===== src/ising_cfg_pkg.sv =====
////////////////////////////////////////////////////////////////////////////
// array geometry of the Ising core and the payload types built from it
////////////////////////////////////////////////////////////////////////////

package ising_cfg_pkg;

    ////////////////////////////////////////////////////////////////////////////
    // geometry
    ////////////////////////////////////////////////////////////////////////////

    localparam int NUM_SPIN        = 16;       // spins in the analog array
    localparam int BIT_J           = 4;        // bits per coupling weight
    localparam int NUM_J_ROWS      = NUM_SPIN; // one J row per spin
    localparam int FLIP_ICON_DEPTH = 8;        // entries in flip memory

    ////////////////////////////////////////////////////////////////////////////
    // payloads and indices
    ////////////////////////////////////////////////////////////////////////////

    // one full row of couplings, weight 0 in the low bits
    typedef logic [NUM_SPIN*BIT_J-1:0] j_row_t;

    // spin mask, a set bit toggles that spin
    typedef logic [NUM_SPIN-1:0] flip_icon_t;

    typedef logic [NUM_SPIN-1:0] spin_vec_t;

    typedef logic [$clog2(NUM_J_ROWS)-1:0] j_idx_t;

    typedef logic [$clog2(FLIP_ICON_DEPTH)-1:0] icon_idx_t;

    // needs one extra code so that a full memory can be counted
    typedef logic [$clog2(FLIP_ICON_DEPTH+1)-1:0] icon_cnt_t;

endpackage


===== src/ising_map_pkg.sv =====
////////////////////////////////////////////////////////////////////////////
// host address map for the J and flip memories
////////////////////////////////////////////////////////////////////////////

package ising_map_pkg;

    localparam int HOST_ADDR_W = 8;
    localparam int HOST_DATA_W = 64; // wide enough for a whole J row

    typedef logic [HOST_ADDR_W-1:0] host_addr_t;

    ////////////////////////////////////////////////////////////////////////////
    // regions, each one from its base up to the next base
    ////////////////////////////////////////////////////////////////////////////

    localparam host_addr_t J_MEM_BASE    = 8'h00; // 16 rows, 0x00 to 0x0f
    localparam host_addr_t FLIP_MEM_BASE = 8'h10; // 8 icons, 0x10 to 0x17
    localparam host_addr_t FLIP_MEM_END  = 8'h18; // everything from here is unmapped

endpackage


===== src/l1_mem.sv =====
////////////////////////////////////////////////////////////////////////////
// L1 memory with one write port and one registered read port
////////////////////////////////////////////////////////////////////////////

module l1_mem #(
    parameter type data_t = logic,
    parameter int  DEPTH  = 16
) (
    input  logic                     clk_i,
    input  logic                     we_i,
    input  logic [$clog2(DEPTH)-1:0] waddr_i,
    input  data_t                    wdata_i,
    input  logic                     re_i,
    input  logic [$clog2(DEPTH)-1:0] raddr_i,
    output data_t                    rdata_o
);

    data_t mem_q [DEPTH];
    data_t rdata_q;

    // write port
    always_ff @(posedge clk_i) begin
        if (we_i) begin
            mem_q[waddr_i] <= wdata_i;
        end
    end

    // read port, holds the last word while re_i is low
    // a write to the same entry at the same edge is seen one read later
    always_ff @(posedge clk_i) begin
        if (re_i) begin
            rdata_q <= mem_q[raddr_i];
        end
    end

    assign rdata_o = rdata_q;

endmodule


===== src/host_write_decode.sv =====
////////////////////////////////////////////////////////////////////////////
// host write strobe decoder for J and flip memories, with unmapped flag
////////////////////////////////////////////////////////////////////////////

module host_write_decode (
    input  logic                     clk_i,
    input  logic                     rst_n_i,
    input  logic                     host_we_i,
    input  ising_map_pkg::host_addr_t host_addr_i,
    output logic                     j_we_o,
    output ising_cfg_pkg::j_idx_t    j_waddr_o,
    output logic                     flip_we_o,
    output ising_cfg_pkg::icon_idx_t flip_waddr_o,
    output logic                     host_err_o
);

    logic                      hit_j;
    logic                      hit_flip;
    ising_map_pkg::host_addr_t j_off;
    ising_map_pkg::host_addr_t flip_off;
    logic                      err_q;

    ////////////////////////////////////////////////////////////////////////////
    // region match
    ////////////////////////////////////////////////////////////////////////////

    always_comb begin
        hit_j    = (host_addr_i >= ising_map_pkg::J_MEM_BASE) &&
                   (host_addr_i <  ising_map_pkg::FLIP_MEM_BASE);
        hit_flip = (host_addr_i >= ising_map_pkg::FLIP_MEM_BASE) &&
                   (host_addr_i <  ising_map_pkg::FLIP_MEM_END);

        j_off    = host_addr_i - ising_map_pkg::J_MEM_BASE;    // row inside J region
        flip_off = host_addr_i - ising_map_pkg::FLIP_MEM_BASE; // icon inside flip region
    end

    assign j_we_o       = host_we_i & hit_j;
    assign j_waddr_o    = ising_cfg_pkg::j_idx_t'(j_off);
    assign flip_we_o    = host_we_i & hit_flip;
    assign flip_waddr_o = ising_cfg_pkg::icon_idx_t'(flip_off);

    // a write that lands in no region gives a single error pulse
    always_ff @(posedge clk_i) begin
        if (!rst_n_i) begin
            err_q <= 1'b0;
        end else begin
            err_q <= host_we_i & ~hit_j & ~hit_flip;
        end
    end

    assign host_err_o = err_q;

endmodule


===== src/weight_loader.sv =====
////////////////////////////////////////////////////////////////////////////
// weight loader, streams J rows onto the write word lines and bit lines
////////////////////////////////////////////////////////////////////////////

module weight_loader (
    input  logic                     clk_i,
    input  logic                     rst_n_i,
    input  logic                     load_start_i,
    input  ising_cfg_pkg::j_row_t    j_rdata_i,
    output logic                     j_re_o,
    output ising_cfg_pkg::j_idx_t    j_raddr_o,
    output logic                     load_busy_o,
    output ising_cfg_pkg::spin_vec_t j_wwl_o,
    output ising_cfg_pkg::j_row_t    wbl_o
);

    logic                     start_acc;
    logic                     run_q;     // read issue in progress
    ising_cfg_pkg::j_idx_t    row_q;     // row being read
    logic                     ret_q;     // row data is on j_rdata_i
    ising_cfg_pkg::j_idx_t    ret_row_q;
    ising_cfg_pkg::spin_vec_t wwl_q;
    ising_cfg_pkg::j_row_t    wbl_q;

    assign start_acc = load_start_i & ~load_busy_o; // no restart mid-sequence

    ////////////////////////////////////////////////////////////////////////////
    // read issue, one row per cycle
    ////////////////////////////////////////////////////////////////////////////

    always_ff @(posedge clk_i) begin
        if (!rst_n_i) begin
            run_q <= 1'b0;
            row_q <= '0;
        end else if (start_acc) begin
            run_q <= 1'b1;
            row_q <= '0;
        end else if (run_q) begin
            row_q <= row_q + 1'b1;
            if (row_q == ising_cfg_pkg::j_idx_t'(ising_cfg_pkg::NUM_J_ROWS - 1)) begin
                run_q <= 1'b0; // last row issued
            end
        end
    end

    assign j_re_o    = run_q;
    assign j_raddr_o = row_q;

    ////////////////////////////////////////////////////////////////////////////
    // return and present
    ////////////////////////////////////////////////////////////////////////////

    always_ff @(posedge clk_i) begin
        if (!rst_n_i) begin
            ret_q <= 1'b0;
        end else begin
            ret_q <= run_q;
        end
    end

    always_ff @(posedge clk_i) begin
        ret_row_q <= row_q; // only looked at while ret_q is set
    end

    // word line is one-hot on the row whose bits sit on wbl
    always_ff @(posedge clk_i) begin
        if (!rst_n_i) begin
            wwl_q <= '0;
        end else if (ret_q) begin
            wwl_q <= ising_cfg_pkg::spin_vec_t'(1'b1) << ret_row_q;
        end else begin
            wwl_q <= '0;
        end
    end

    always_ff @(posedge clk_i) begin
        if (ret_q) begin
            wbl_q <= j_rdata_i;
        end
    end

    assign j_wwl_o     = wwl_q;
    assign wbl_o       = wbl_q;
    assign load_busy_o = run_q | ret_q | (|wwl_q); // busy until the last row is off

endmodule


===== src/flip_sequencer.sv =====
////////////////////////////////////////////////////////////////////////////
// flip sequencer, reads flip icons in order and toggles the spin register
////////////////////////////////////////////////////////////////////////////

module flip_sequencer (
    input  logic                     clk_i,
    input  logic                     rst_n_i,
    input  logic                     cmpt_start_i,
    input  ising_cfg_pkg::icon_cnt_t icon_count_i,
    input  ising_cfg_pkg::flip_icon_t flip_rdata_i,
    output logic                     flip_re_o,
    output ising_cfg_pkg::icon_idx_t flip_raddr_o,
    output logic                     cmpt_idle_o,
    output ising_cfg_pkg::spin_vec_t spins_o
);

    logic                     start_acc;
    logic                     run_q;
    ising_cfg_pkg::icon_cnt_t addr_q;   // next icon to read
    ising_cfg_pkg::icon_cnt_t addr_nxt;
    ising_cfg_pkg::icon_cnt_t cnt_q;    // icons in this run
    logic                     rv_q;     // icon data valid on flip_rdata_i
    ising_cfg_pkg::spin_vec_t spins_q;

    assign start_acc = cmpt_start_i & cmpt_idle_o;
    assign addr_nxt  = addr_q + 1'b1;

    ////////////////////////////////////////////////////////////////////////////
    // icon read stepping
    ////////////////////////////////////////////////////////////////////////////

    // a zero count still takes one running cycle, then drops back to idle
    always_ff @(posedge clk_i) begin
        if (!rst_n_i) begin
            run_q  <= 1'b0;
            addr_q <= '0;
            cnt_q  <= '0;
        end else if (start_acc) begin
            run_q  <= 1'b1;
            addr_q <= '0;
            cnt_q  <= icon_count_i;
        end else if (run_q) begin
            addr_q <= addr_nxt;
            if ((cnt_q == '0) || (addr_nxt == cnt_q)) begin
                run_q <= 1'b0;
            end
        end
    end

    assign flip_re_o    = run_q & (cnt_q != '0);
    assign flip_raddr_o = ising_cfg_pkg::icon_idx_t'(addr_q); // addr_q stays below the count

    ////////////////////////////////////////////////////////////////////////////
    // spin update
    ////////////////////////////////////////////////////////////////////////////

    always_ff @(posedge clk_i) begin
        if (!rst_n_i) begin
            rv_q <= 1'b0;
        end else begin
            rv_q <= flip_re_o;
        end
    end

    always_ff @(posedge clk_i) begin
        if (!rst_n_i) begin
            spins_q <= '0;
        end else if (rv_q) begin
            spins_q <= spins_q ^ flip_rdata_i; // one icon per cycle
        end
    end

    assign spins_o     = spins_q;
    assign cmpt_idle_o = ~run_q & ~rv_q; // idle only once the last icon has landed

endmodule


===== src/ising_core_top.sv =====
////////////////////////////////////////////////////////////////////////////
// Ising core top, host decoder, J and flip memories, loader and sequencer
////////////////////////////////////////////////////////////////////////////

module ising_core_top (
    input  logic                                clk_i,
    input  logic                                rst_n_i,
    input  logic                                host_we_i,
    input  ising_map_pkg::host_addr_t           host_addr_i,
    input  logic [ising_map_pkg::HOST_DATA_W-1:0] host_wdata_i,
    input  logic                                load_start_i,
    input  logic                                cmpt_start_i,
    input  ising_cfg_pkg::icon_cnt_t            icon_count_i,
    output logic                                host_err_o,
    output ising_cfg_pkg::spin_vec_t            j_wwl_o,
    output ising_cfg_pkg::j_row_t               wbl_o,
    output logic                                load_busy_o,
    output logic                                cmpt_idle_o,
    output ising_cfg_pkg::spin_vec_t            spins_o
);

    logic                      j_we;
    ising_cfg_pkg::j_idx_t     j_waddr;
    logic                      j_re;
    ising_cfg_pkg::j_idx_t     j_raddr;
    ising_cfg_pkg::j_row_t     j_rdata;
    logic                      flip_we;
    ising_cfg_pkg::icon_idx_t  flip_waddr;
    logic                      flip_re;
    ising_cfg_pkg::icon_idx_t  flip_raddr;
    ising_cfg_pkg::flip_icon_t flip_rdata;

    ////////////////////////////////////////////////////////////////////////////
    // host write path
    ////////////////////////////////////////////////////////////////////////////

    host_write_decode u_decode (
        .clk_i        (clk_i       ),
        .rst_n_i      (rst_n_i     ),
        .host_we_i    (host_we_i   ),
        .host_addr_i  (host_addr_i ),
        .j_we_o       (j_we        ),
        .j_waddr_o    (j_waddr     ),
        .flip_we_o    (flip_we     ),
        .flip_waddr_o (flip_waddr  ),
        .host_err_o   (host_err_o  )
    );

    l1_mem #(
        .data_t (ising_cfg_pkg::j_row_t    ),
        .DEPTH  (ising_cfg_pkg::NUM_J_ROWS )
    ) u_l1_mem_j (
        .clk_i   (clk_i        ),
        .we_i    (j_we         ),
        .waddr_i (j_waddr      ),
        .wdata_i (host_wdata_i ), // full row per host write
        .re_i    (j_re         ),
        .raddr_i (j_raddr      ),
        .rdata_o (j_rdata      )
    );

    l1_mem #(
        .data_t (ising_cfg_pkg::flip_icon_t     ),
        .DEPTH  (ising_cfg_pkg::FLIP_ICON_DEPTH )
    ) u_l1_mem_flip (
        .clk_i   (clk_i                                   ),
        .we_i    (flip_we                                 ),
        .waddr_i (flip_waddr                              ),
        .wdata_i (host_wdata_i[ising_cfg_pkg::NUM_SPIN-1:0]), // icon is the low bits
        .re_i    (flip_re                                 ),
        .raddr_i (flip_raddr                              ),
        .rdata_o (flip_rdata                              )
    );

    ////////////////////////////////////////////////////////////////////////////
    // load and compute
    ////////////////////////////////////////////////////////////////////////////

    weight_loader u_weight_loader (
        .clk_i        (clk_i        ),
        .rst_n_i      (rst_n_i      ),
        .load_start_i (load_start_i ),
        .j_rdata_i    (j_rdata      ),
        .j_re_o       (j_re         ),
        .j_raddr_o    (j_raddr      ),
        .load_busy_o  (load_busy_o  ),
        .j_wwl_o      (j_wwl_o      ),
        .wbl_o        (wbl_o        )
    );

    flip_sequencer u_flip_sequencer (
        .clk_i        (clk_i        ),
        .rst_n_i      (rst_n_i      ),
        .cmpt_start_i (cmpt_start_i ),
        .icon_count_i (icon_count_i ),
        .flip_rdata_i (flip_rdata   ),
        .flip_re_o    (flip_re      ),
        .flip_raddr_o (flip_raddr   ),
        .cmpt_idle_o  (cmpt_idle_o  ),
        .spins_o      (spins_o      )
    );

endmodule


===== config.mk =====
export PLATFORM = sky130hd
export DESIGN_NAME = ising_core_top
export DESIGN_NICKNAME = d
export VERILOG_FILES = /design/src/ising_cfg_pkg.sv /design/src/ising_map_pkg.sv /design/src/l1_mem.sv /design/src/host_write_decode.sv /design/src/weight_loader.sv /design/src/flip_sequencer.sv /design/src/ising_core_top.sv
export SDC_FILE = /design/constraint.sdc
export NUM_CORES = 1
export LEC_CHECK = 0
export BUFFER_PORTS_ARGS = -buffer_cell sky130_fd_sc_hd__buf_2
export CORE_ASPECT_RATIO = 1.2
export CORE_MARGIN = 3
export CORE_UTILIZATION = 30
export CTS_CLUSTER_DIAMETER = 50
export DETAILED_ROUTE_END_ITERATION = 8
export GPL_TIMING_DRIVEN = 0
export PLACE_DENSITY = 0.43
export SLEW_MARGIN = 10
export SYNTH_ARGS = -nofsm -noshare
export SYNTH_HDL_FRONTEND = slang
export SYNTH_SLANG_ARGS = --single-unit

===== constraint.sdc =====
create_clock -name clk_i -period 4.5 [get_ports clk_i]
set_clock_uncertainty 0.15 [all_clocks]
set_input_delay 0.45 -clock clk_i [delete_from_list [all_inputs] [get_ports clk_i]]
set_output_delay 0.45 -clock clk_i [all_outputs]
set_load 0.01 [all_outputs]

==> results.yml, run 1 <==
outcome:
  status: "finished clean"
critical_path:
  end_kind: "flip-flop"
  critical_path.slowest_cell: "buf_1"
  slowest_delay_ps: 790
  crit_type: "reg -> reg"
  crit_fanout: 10
  crit_top_cell: "buf_2"
  cp-start-kind: "flip-flop"
  crit_chain: "buf_2 -> buf_2 -> buf_1 -> mux4_2 -> a22oi_1 -> nand2_1"
  required_ps: 4820
  crit_buf_inv: 3
  worst_path_dominant_cell_family: "buffers and inverters"
  cp.arrival_ps: 3450
sta:
  hold_violations: 0
  hold-worst-slack_ps: 172.4
  final-setup-viol-count: 0
  fmax_mhz: 318.9
  slew-limit-headroom: 0.2189
  rsz0062_at_grt: "false"
  finalMaxSlewViolations: 0
  period_minus_slack_ps: 3135
  post-route-period-util: 0.6968
  worstMarginPinSlew_ps: 1172
finish:
  multi_input_area_mm2: 0.009009
  regArea_mm2: 0.03999
  fin_nets: 2684
  fillers: 14928
  area_growth_pct: 21.70
  final_cell_mix: "1,296 x edfxtp_1, 288 x mux4_2, 193 x buf_2"
  layout-drive-gt1-share: 0.3058
  mostFrequentLayoutCell: "edfxtp_1"
clock_network:
  postCtsHoldBufs: 78
  cts_resized: 0
  cts_sinks: 1349
  clk_pin_slew_ps: 60
  cts_tree: "yes"
  ctsHtreeMaxLevel: 4
  clk_path_buf_depth: 3
  cts_buffers: 143
  worstSkewPairLatency_ps: 760
  cts_setup_buffers: 0
  root_buffer: "clkbuf_16"
global_routing:
  grt-ovfl-total: 0
  grt_pass1_wl_mm: 181.1
  grt_usage: 0.1494
  antenna_found_initial: 8
  grt_max_degree: 29
  grt_pass1_vias: 24849
drt:
  drtAntennaViolNets: 0
  wl_per_cell_um: 26.07
  viasPerCell: 4.770
  vias: 23154
  drc: 0
  drtIter0Drc: 2056
  drt_wl_total_mm: 126.6
  drt_pass1_iterations: 5
pwr:
  p_leak_nw: 18.73
  p_total_mw: 26.96
  ir_drop_mv: 0.4025
  p_per_area_mw_per_mm2: 448.7
synth:
  netlist_area_mm2: 0.04938
  postSynthCellCount: 2122
  synth_fp_nets: 2205
  yosysUniqueCellTypes: 37
  yosysSeqAreaShare: 0.8097
  synth_top_area_share: 0.7882
  synth_area_leaders: "edfxtp_1 79%, mux4_2 13%, dfxtp_1 2.1%"
  ys_seq_elements: 1349
  yosysWarnings: 0
  syn_avg_cell_area_um2: 23.27
  synth_top_cell_by_area: "edfxtp_1"
place:
  dp_hpwl_mm: 82.32
  gp_congestion: 0.7003
  io_buffers: 179
die:
  io_pins: 180
  initial_core_util: 0.3030
  core_mm2: 0.1630
  die_h_um: 450.4
  placement_rows: 162
  die_x_um: 376.3
  dieArea_mm2: 0.1695
job:
  max-cap-violations: 0
min_path:
  min_path_type: "in -> reg"
[logic make-up (layout without fill, tap and decap cells)]
family,Yosys count,count (layout),synth area share
other,0,8,0
XOR/XNOR,28,28,0.004967
adder cells (fa/ha/maj),2,2,0.0005067
flip-flops,1349,1349,0.8097
AND/OR/NAND/NOR,198,198,0.01769
buffers and inverters,102,694,0.01077
AO/OA/AOI/OAI,137,137,0.02098
multiplexers,306,306,0.1354
[per-stage QoR]
stage	setup WS, ps	util	cell area [um^2]	TNS (ps)	std cells
finish	1365	0.3687	60090	0	4854
global route	1208	0.3686	60070	0	4847
CTS	1215	0.3686	60070	0	4846
detailed placement	823.4	0.3358	54720	0	4510
global placement	-4714	0.3249	52940	-4646500	4433
floorplan	-147.1	-	49380	-75250	2122
[area by class of cell]
| type | count | share of cell area |
|---|---|---|
| Sequential cell | 1349 | 0.6654 |
| Multi-Input combinational cell | 671 | 0.1499 |
| Clock buffer | 178 | 0.06384 |
| Timing Repair Buffer | 334 | 0.05505 |
| Tap cell | 2132 | 0.04439 |
| Clock inverter | 80 | 0.01214 |
| Buffer | 101 | 0.008808 |
| Antenna cell | 8 | 0.0003332 |
| Inverter | 1 | 0.00006247 |
[routing by layer]
metal / vias up / global-route usage / share of wire
met3: 160 / 0.02544 / 0.043
met2: 556 / 0.2544 / 0.51
met4: 4 / 0.03956 / 0.019
li1: 9925 / - / -
met1: 12509 / 0.1980 / 0.43
met5: - / 0 / 0.00021
[cells in the mapped netlist, drive strengths merged]
| cell type | instances |
|---|---|
| mux2i | 2 |
| dfxtp | 53 |
| buf | 63 |
| xnor2 | 22 |
| clkbuf | 38 |
| ha | 2 |
| and2 | 20 |
| nand4 | 3 |
| a22o | 4 |
| edfxtp | 1296 |
| a21oi | 1 |
| or2 | 1 |
| o31ai | 1 |
| nand2b | 2 |
| or3b | 1 |
| or3 | 3 |
| a22oi | 128 |
| nand3b | 3 |
| nand4b | 2 |
| o2bb2ai | 1 |
| nor2 | 51 |
| xor2 | 6 |
| a21o | 1 |
| or4 | 1 |
| o41a | 1 |
| and3 | 1 |
| nor4 | 4 |
| nand2 | 96 |
| nand3 | 3 |
| mux4 | 288 |
| inv | 1 |
| mux2 | 16 |
| nor2b | 2 |
| nor3 | 5 |
[power by group]
group / total, mW / switching, mW / internal, mW
Combinational: 1.42 / 0.776 / 0.644
Sequential: 14.0 / 0.0852 / 13.9
Clock: 11.5 / 4.90 / 6.62
Total: 27.0 / 5.76 / 21.2
[path summary, 6_finish.rpt]
path | from | end | slack, ps | cells past startpoint
setup / recovery | u_weight_loader.j_raddr_o[1] | u_l1_mem_j.rdata_o[45] | 1360 | 6
hold / removal | host_addr_i[0] | u_l1_mem_j.mem_q[1][3] | 170 | 3
setup reg to reg | u_weight_loader.j_raddr_o[1] | u_l1_mem_j.rdata_o[45] | 1360 | 6
hold reg to reg | u_weight_loader.j_raddr_o[0] | u_weight_loader.ret_row_q[0] | 230 | 0
[worst register-to-register path, stage by stage (launching register included)]
cell,delay (ps)
dfxtp_1,360
buf_2,290
buf_2,380
buf_1,800
mux4_2,420
a22oi_1,260
nand2_1,170
[registers in the layout, indices dropped and copies added (netlist names)]
signal,cells
u_l1_mem_j.mem_q,1024
u_weight_loader.ret_q,1
u_weight_loader.ret_row_q,4
u_flip_sequencer.spins_o,16
u_flip_sequencer.addr_q,4
u_l1_mem_flip.rdata_o,16
u_decode.host_err_o,1
u_flip_sequencer.cnt_q,4
u_l1_mem_flip.mem_q,128
u_weight_loader.j_re_o,1
u_weight_loader.wbl_o,64
u_weight_loader.j_wwl_o,16
u_l1_mem_j.rdata_o,64
u_weight_loader.j_raddr_o,4
u_flip_sequencer.run_q,1
u_flip_sequencer.rv_q,1
Power figures use the tool's default switching activity.
==> run 2, diff against run 1 <==
- clock period: 4.5 -> 2.78 ns (I/O delays scaled with it)
==> run 2 against run 1 <==
Sequential cell count stayed put. Sequential share of layout area is 0.27 points lower. Routed wire length is 2.2% higher. Non-clock buffer count rose by 22. Sequential power rose by 62%. Utilization grew 0.15 points. Total power rose by 61%. Critical endpoint is now u_l1_mem_j.rdata_o[63]. Largest power group unchanged. Highest routed layer is now met4.
==> results.yml, run 2 (synthesized netlist as in run 1, its figures left out) <==
global_routing:
  busiest_layer: "met2"
  antenna_found_initial: 7
  grt_usage: 0.1527
  grt_pass1_wl_mm: 184.4
  grtUsageMet3: 0.02650
  grtUsageMet2: 0.2604
  grt_max_degree: 41
  grt-ovfl-total: 0
  grt_pass1_vias: 24940
  use_met1: 0.2007
die:
  dieArea_mm2: 0.1695
  initial_core_util: 0.3030
  die_x_um: 376.3
  io_pins: 180
  placement_rows: 162
  die_h_um: 450.4
  core_mm2: 0.1630
place:
  dp_cells: 4507
  gp_congestion: 0.7204
  placed_area_mm2: 0.05471
  io_buffers: 179
  dp_hpwl_mm: 81.98
critical_path:
  cp-endpoint: "u_l1_mem_j.rdata_o[63]"
  required_ps: 3080
  reg2reg_from: "u_weight_loader.j_raddr_o[0]"
  critical_path.slowest_cell: "mux4_2"
  crit_chain: "buf_2 -> buf_4 -> buf_4 -> mux4_2 -> a22oi_1 -> nand2_1"
  crit_cells: 6
  crit_type: "reg -> reg"
  crit_fanout: 10
  cp-start-kind: "flip-flop"
  cp.arrival_ps: 2980
  reg2reg_to: "u_l1_mem_j.rdata_o[63]"
  slowest_delay_ps: 540
  worst_path_dominant_cell_family: "buffers and inverters"
  end_kind: "flip-flop"
  r2r_cells: 6
  crit_top_cell: "buf_4"
  crit_start: "u_weight_loader.j_raddr_o[0]"
  r2r_setup_slack_ps: 100
  crit_buf_inv: 3
sta:
  final-setup-viol-count: 0
  finalMaxSlewViolations: 0
  period_minus_slack_ps: 2682
  rsz0062_at_grt: "false"
  hold_violations: 0
  fmax_mhz: 372.9
  post-route-period-util: 0.9646
  fin_tns_setup_ps: 0
  slew-limit-headroom: 0.2995
  worstMarginPinSlew_ps: 1051
finish:
  finalInstanceArea_mm2: 0.06033
  regMostFlops: "u_l1_mem_j.mem_q"
  fin_nets: 2705
  area_growth_pct: 22.19
  largest_reg_flops: 1024
  mostFrequentLayoutCell: "edfxtp_1"
  layout-drive-gt1-share: 0.3217
  fin_cells: 4869
  reg_top3: "u_l1_mem_j.mem_q: 1024 flops, u_l1_mem_flip.mem_q: 128 flops"
  fillers: 14926
  final_cell_mix: "1,296 x edfxtp_1, 288 x mux4_2, 200 x buf_2"
pwr:
  p_leak_nw: 18.92
  p_per_area_mw_per_mm2: 718.1
  ir_drop_mv: 0.6201
  p_total_mw: 43.32
drt:
  drtIter0Drc: 2077
  viasPerCell: 4.794
  drt_pass1_iterations: 5
  drc: 0
  wl_per_cell_um: 26.57
  drtAntennaViolNets: 0
  vias: 23341
  drt_wl_total_mm: 129.4
clock_network:
  root_buffer: "clkbuf_16"
  clk_pin_slew_ps: 60
  cts_sinks: 1349
  cts_tree: "yes"
  ctsHtreeMaxLevel: 4
  worstSkewPairLatency_ps: 750
  cts_buffers: 142
  clk_path_buf_depth: 3
job:
  max-cap-violations: 0
min_path:
  min_path_type: "in -> reg"
outcome:
  status: "finished clean"
==> run 2: how the worst min path moves through the flow <==
stage                                 start                           end  slack, ps  depth (start not counted)
2_1_floorplan  u_weight_loader.j_raddr_o[1]  u_weight_loader.ret_row_q[1]        200                          0
3_3_place_gp   u_weight_loader.j_raddr_o[0]  u_weight_loader.ret_row_q[0]        230                          0
6_report                     host_addr_i[2]     u_l1_mem_flip.mem_q[2][2]        110                          4
3_5_place_dp   u_weight_loader.j_raddr_o[0]  u_weight_loader.ret_row_q[0]        230                          0
4_1_cts                      host_addr_i[2]        u_l1_mem_j.mem_q[6][4]         30                          3
5_1_grt                      host_addr_i[3]       u_l1_mem_j.mem_q[8][58]         80                          4
==> run 2: power by group <==
group          leakage, nW  switching, mW  internal [mW]
clock                 2.19           7.83           10.4
sequential            12.1          0.117           22.6
combinational         4.61           1.30           1.07
total                 18.9           9.25           34.1
==> run 2: repair_timing <==
item	CTS	global route
gates resized for setup	86	8
setup endpoints to repair	119	127
hold buffers	83	0
setup buffers	8	12
hold endpoints to repair	1213	0
pin swaps	4	3
==> run 2: worst min-delay path: cells and delay by family <==
| kind | cells | cell delay (ps) |
|---|---|---|
| and+or+nand+nor | 3 | 390 |
| buffers and inverters | 1 | 150 |
==> run 2: per-stage QoR <==
step | utilization | hold WS, ps | setup WS, ps
3_3_place_gp | 0.3254 | 231.0 | -3660
2_1_floorplan | - | 199.7 | -626.4
5_1_grt | 0.3702 | 82.97 | 2.741
4_1_cts | 0.3694 | 25.87 | 3.824
3_5_place_dp | 0.3357 | 229.3 | -994.6
6_report | 0.3702 | 109.4 | 98.44
==> run 2: metal layers <==
metal | wire (um) | share of wire
met1 | 55280 | 0.43
met2 | 65280 | 0.50
met3 | 6082 | 0.047
met4 | 2743 | 0.021
met5 | 0 | 0
==> run 2: layout make-up <==
type                       count  area [um^2]  share of cell area
clock buffer                 172         3879             0.06429
sequential                  1349        39990              0.6628
timing repair buffer         356         3543             0.05873
antenna                        5        12.51           0.0002074
buffer                       101        616.8             0.01022
tap                         2132         2668             0.04422
multi-input combinational    671         9020              0.1495
inverter                       1        3.754          0.00006222
clock inverter                82        601.8            0.009976
==> run 3, diff against run 2 <==
- SETUP_SLACK_MARGIN: not set -> 0.2
==> run 3 against run 2 <==
First-iteration DRC count decreased by 15%. Maximum frequency increased by 6.9%. Clock-buffer cell count increased by 6. Utilization increased by 0.12 points.
==> results.yml, run 3 (synthesized netlist as in run 1, its figures left out) <==
outcome:
  status: "finished clean"
pwr:
  p_int_mw: 34.79
  swShare: 0.2153
  p_leak_nw: 19.00
  p_per_area_mw_per_mm2: 732.5
  p_seq_frac: 0.511
  ir_drop_mv: 0.6551
  clock_power_share: 0.434
  combPwrFrac: 0.055
  p_sw_mw: 9.546
place:
  pre_cts_slack_ps: -780.0
  gp_congestion: 0.7169
  io_buffers: 179
  placed_area_mm2: 0.05459
  dp_hpwl_mm: 80.83
sta:
  rsz0062_at_grt: "true"
  period_minus_slack_ps: 2508
  slew-limit-headroom: 0.3652
  fmax_mhz: 398.7
  fin_tns_setup_ps: 0
  hold-worst-slack_ps: 142.2
  final-setup-viol-count: 0
  post-route-period-util: 0.9023
  finalMaxSlewViolations: 0
  hold_violations: 0
  worstMarginPinSlew_ps: 944.1
  fin_ws_ps: 271.6
critical_path:
  slowest_delay_ps: 570
  crit_fanout: 10
  cp-start-kind: "flip-flop"
  end_kind: "flip-flop"
  r2r_cells: 5
  cp.arrival_ps: 2850
  crit_chain: "buf_6 -> buf_2 -> mux4_2 -> a22oi_1 -> nand2_1"
  crit_type: "reg -> reg"
  critical_path.slowest_cell: "mux4_2"
  required_ps: 3130
finish:
  fillers: 14845
  reg_top3: "u_l1_mem_j.mem_q: 1024 flops, u_l1_mem_flip.mem_q: 128 flops"
  largest_reg_flops: 1024
  final_cell_mix: "1,296 x edfxtp_1, 288 x mux4_2, 191 x buf_2"
  fin_util: 0.3714
  area_growth_pct: 22.58
  regMostFlops: "u_l1_mem_j.mem_q"
  fin_nets: 2696
  mostFrequentLayoutCell: "edfxtp_1"
  layout-drive-gt1-share: 0.3272
  finalInstanceArea_mm2: 0.06053
global_routing:
  grtUsageMet3: 0.02677
  antenna_found_initial: 8
  grtUsageMet2: 0.2563
  grt_usage: 0.1496
  grt_pass1_wl_mm: 182.0
  grt_max_degree: 39
  grt-ovfl-total: 0
  use_met1: 0.1956
  grt_pass1_vias: 25031
  busiest_layer: "met2"
die:
  io_pins: 180
  dieArea_mm2: 0.1695
  die_h_um: 450.4
  core_mm2: 0.1630
  placement_rows: 162
  die_x_um: 376.3
  initial_core_util: 0.3030
clock_network:
  root_buffer: "clkbuf_16"
  cts_tree: "yes"
  clk_path_buf_depth: 3
  cts_buffers: 148
  clk_pin_slew_ps: 60
  worstSkewPairLatency_ps: 770
  ctsHtreeMaxLevel: 4
  cts_sinks: 1349
drt:
  vias: 23279
  drtIter0Drc: 1774
  viasPerCell: 4.783
  drc: 0
  wl_per_cell_um: 26.03
  drt_pass1_iterations: 5
  drt_wl_total_mm: 126.7
  drtAntennaViolNets: 0
min_path:
  min_path_type: "in -> reg"
  min_path_cells: 4
job:
  max-cap-violations: 0
-- run 3: changes by cell type in the layout (fill, tap and decap cells not counted), sizes merged --
cell,change
clkdlybuf4s15,-1
inv,+2
buf,-18
diode,+1
bufinv,+7
dlygate4sd3,+1
clkinvlp,+1
clkbuf,+9
clkinv,-4
-- run 3: layout make-up --
class,count,area [um^2],share of cell area
sequential,1349,39990,0.6606
multi-input combinational,671,9041,0.1494
clock buffer,178,3857,0.06373
timing repair buffer,341,3288,0.05433
tap,2132,2668,0.04407
clock inverter,88,930.9,0.01538
buffer,101,737.0,0.01218
antenna,6,15.01,0.0002481
inverter,1,3.754,0.00006202
-- run 3: worst max-delay path, delay by kind of cell, from the launching register on --
family | cells | cell delay, ps
AOI/OAI and AO/OA | 1 | 230
buffers and inverters | 2 | 690
DFF | 1 | 420
muxes | 1 | 570
and+or+nand+nor | 1 | 170
-- run 3: final timing paths --
path / start / endpoint / slack (ps)
worst min register to register: u_weight_loader.j_raddr_o[1] / u_weight_loader.ret_row_q[1] / 240
worst min-delay path: host_addr_i[3] / u_l1_mem_j.mem_q[10][54] / 140
worst max register to register: u_weight_loader.j_raddr_o[0] / u_l1_mem_j.rdata_o[28] / 270
worst max-delay path: u_weight_loader.j_raddr_o[0] / u_l1_mem_j.rdata_o[28] / 270
-- run 3: repair_timing --
action / in CTS / in global routing
gates resized for setup: 128 / 15
hold buffers: 84 / 0
hold endpoints to repair: 1218 / 0
pin swaps: 3 / 0
endpoints found under the setup margin: 236 / 36
buffers inserted: 7 / 0
-- run 3: power by group through the flow --
stage	registers (mW)	logic (mW)	clock network (mW)
after floorplan	23.2	1.29	0
after global placement	23.2	2.11	0
after detailed placement	23.1	2.27	0
after CTS	22.7	2.52	19.8
after global routing	22.7	2.64	20.6
final	22.7	2.43	19.3
-- run 3: layer usage --
| metal | part of all wire | routed length (um) | vias up |
|---|---|---|---|
| li1 | - | - | 9970 |
| met1 | 0.43 | 54330 | 12566 |
| met2 | 0.51 | 64150 | 563 |
| met3 | 0.044 | 5630 | 178 |
| met4 | 0.020 | 2580 | 2 |
| met5 | 0.00010 | 13 | - |
-- run 3: metrics by stage --
| stage | std cells | total power, mW |
|---|---|---|
| after floorplan | 2122 | 24.44 |
| after global placement | 4433 | 25.34 |
| after detailed placement | 4504 | 25.41 |
| after CTS | 4861 | 44.98 |
| after global routing | 4862 | 45.89 |
| final | 4867 | 44.34 |
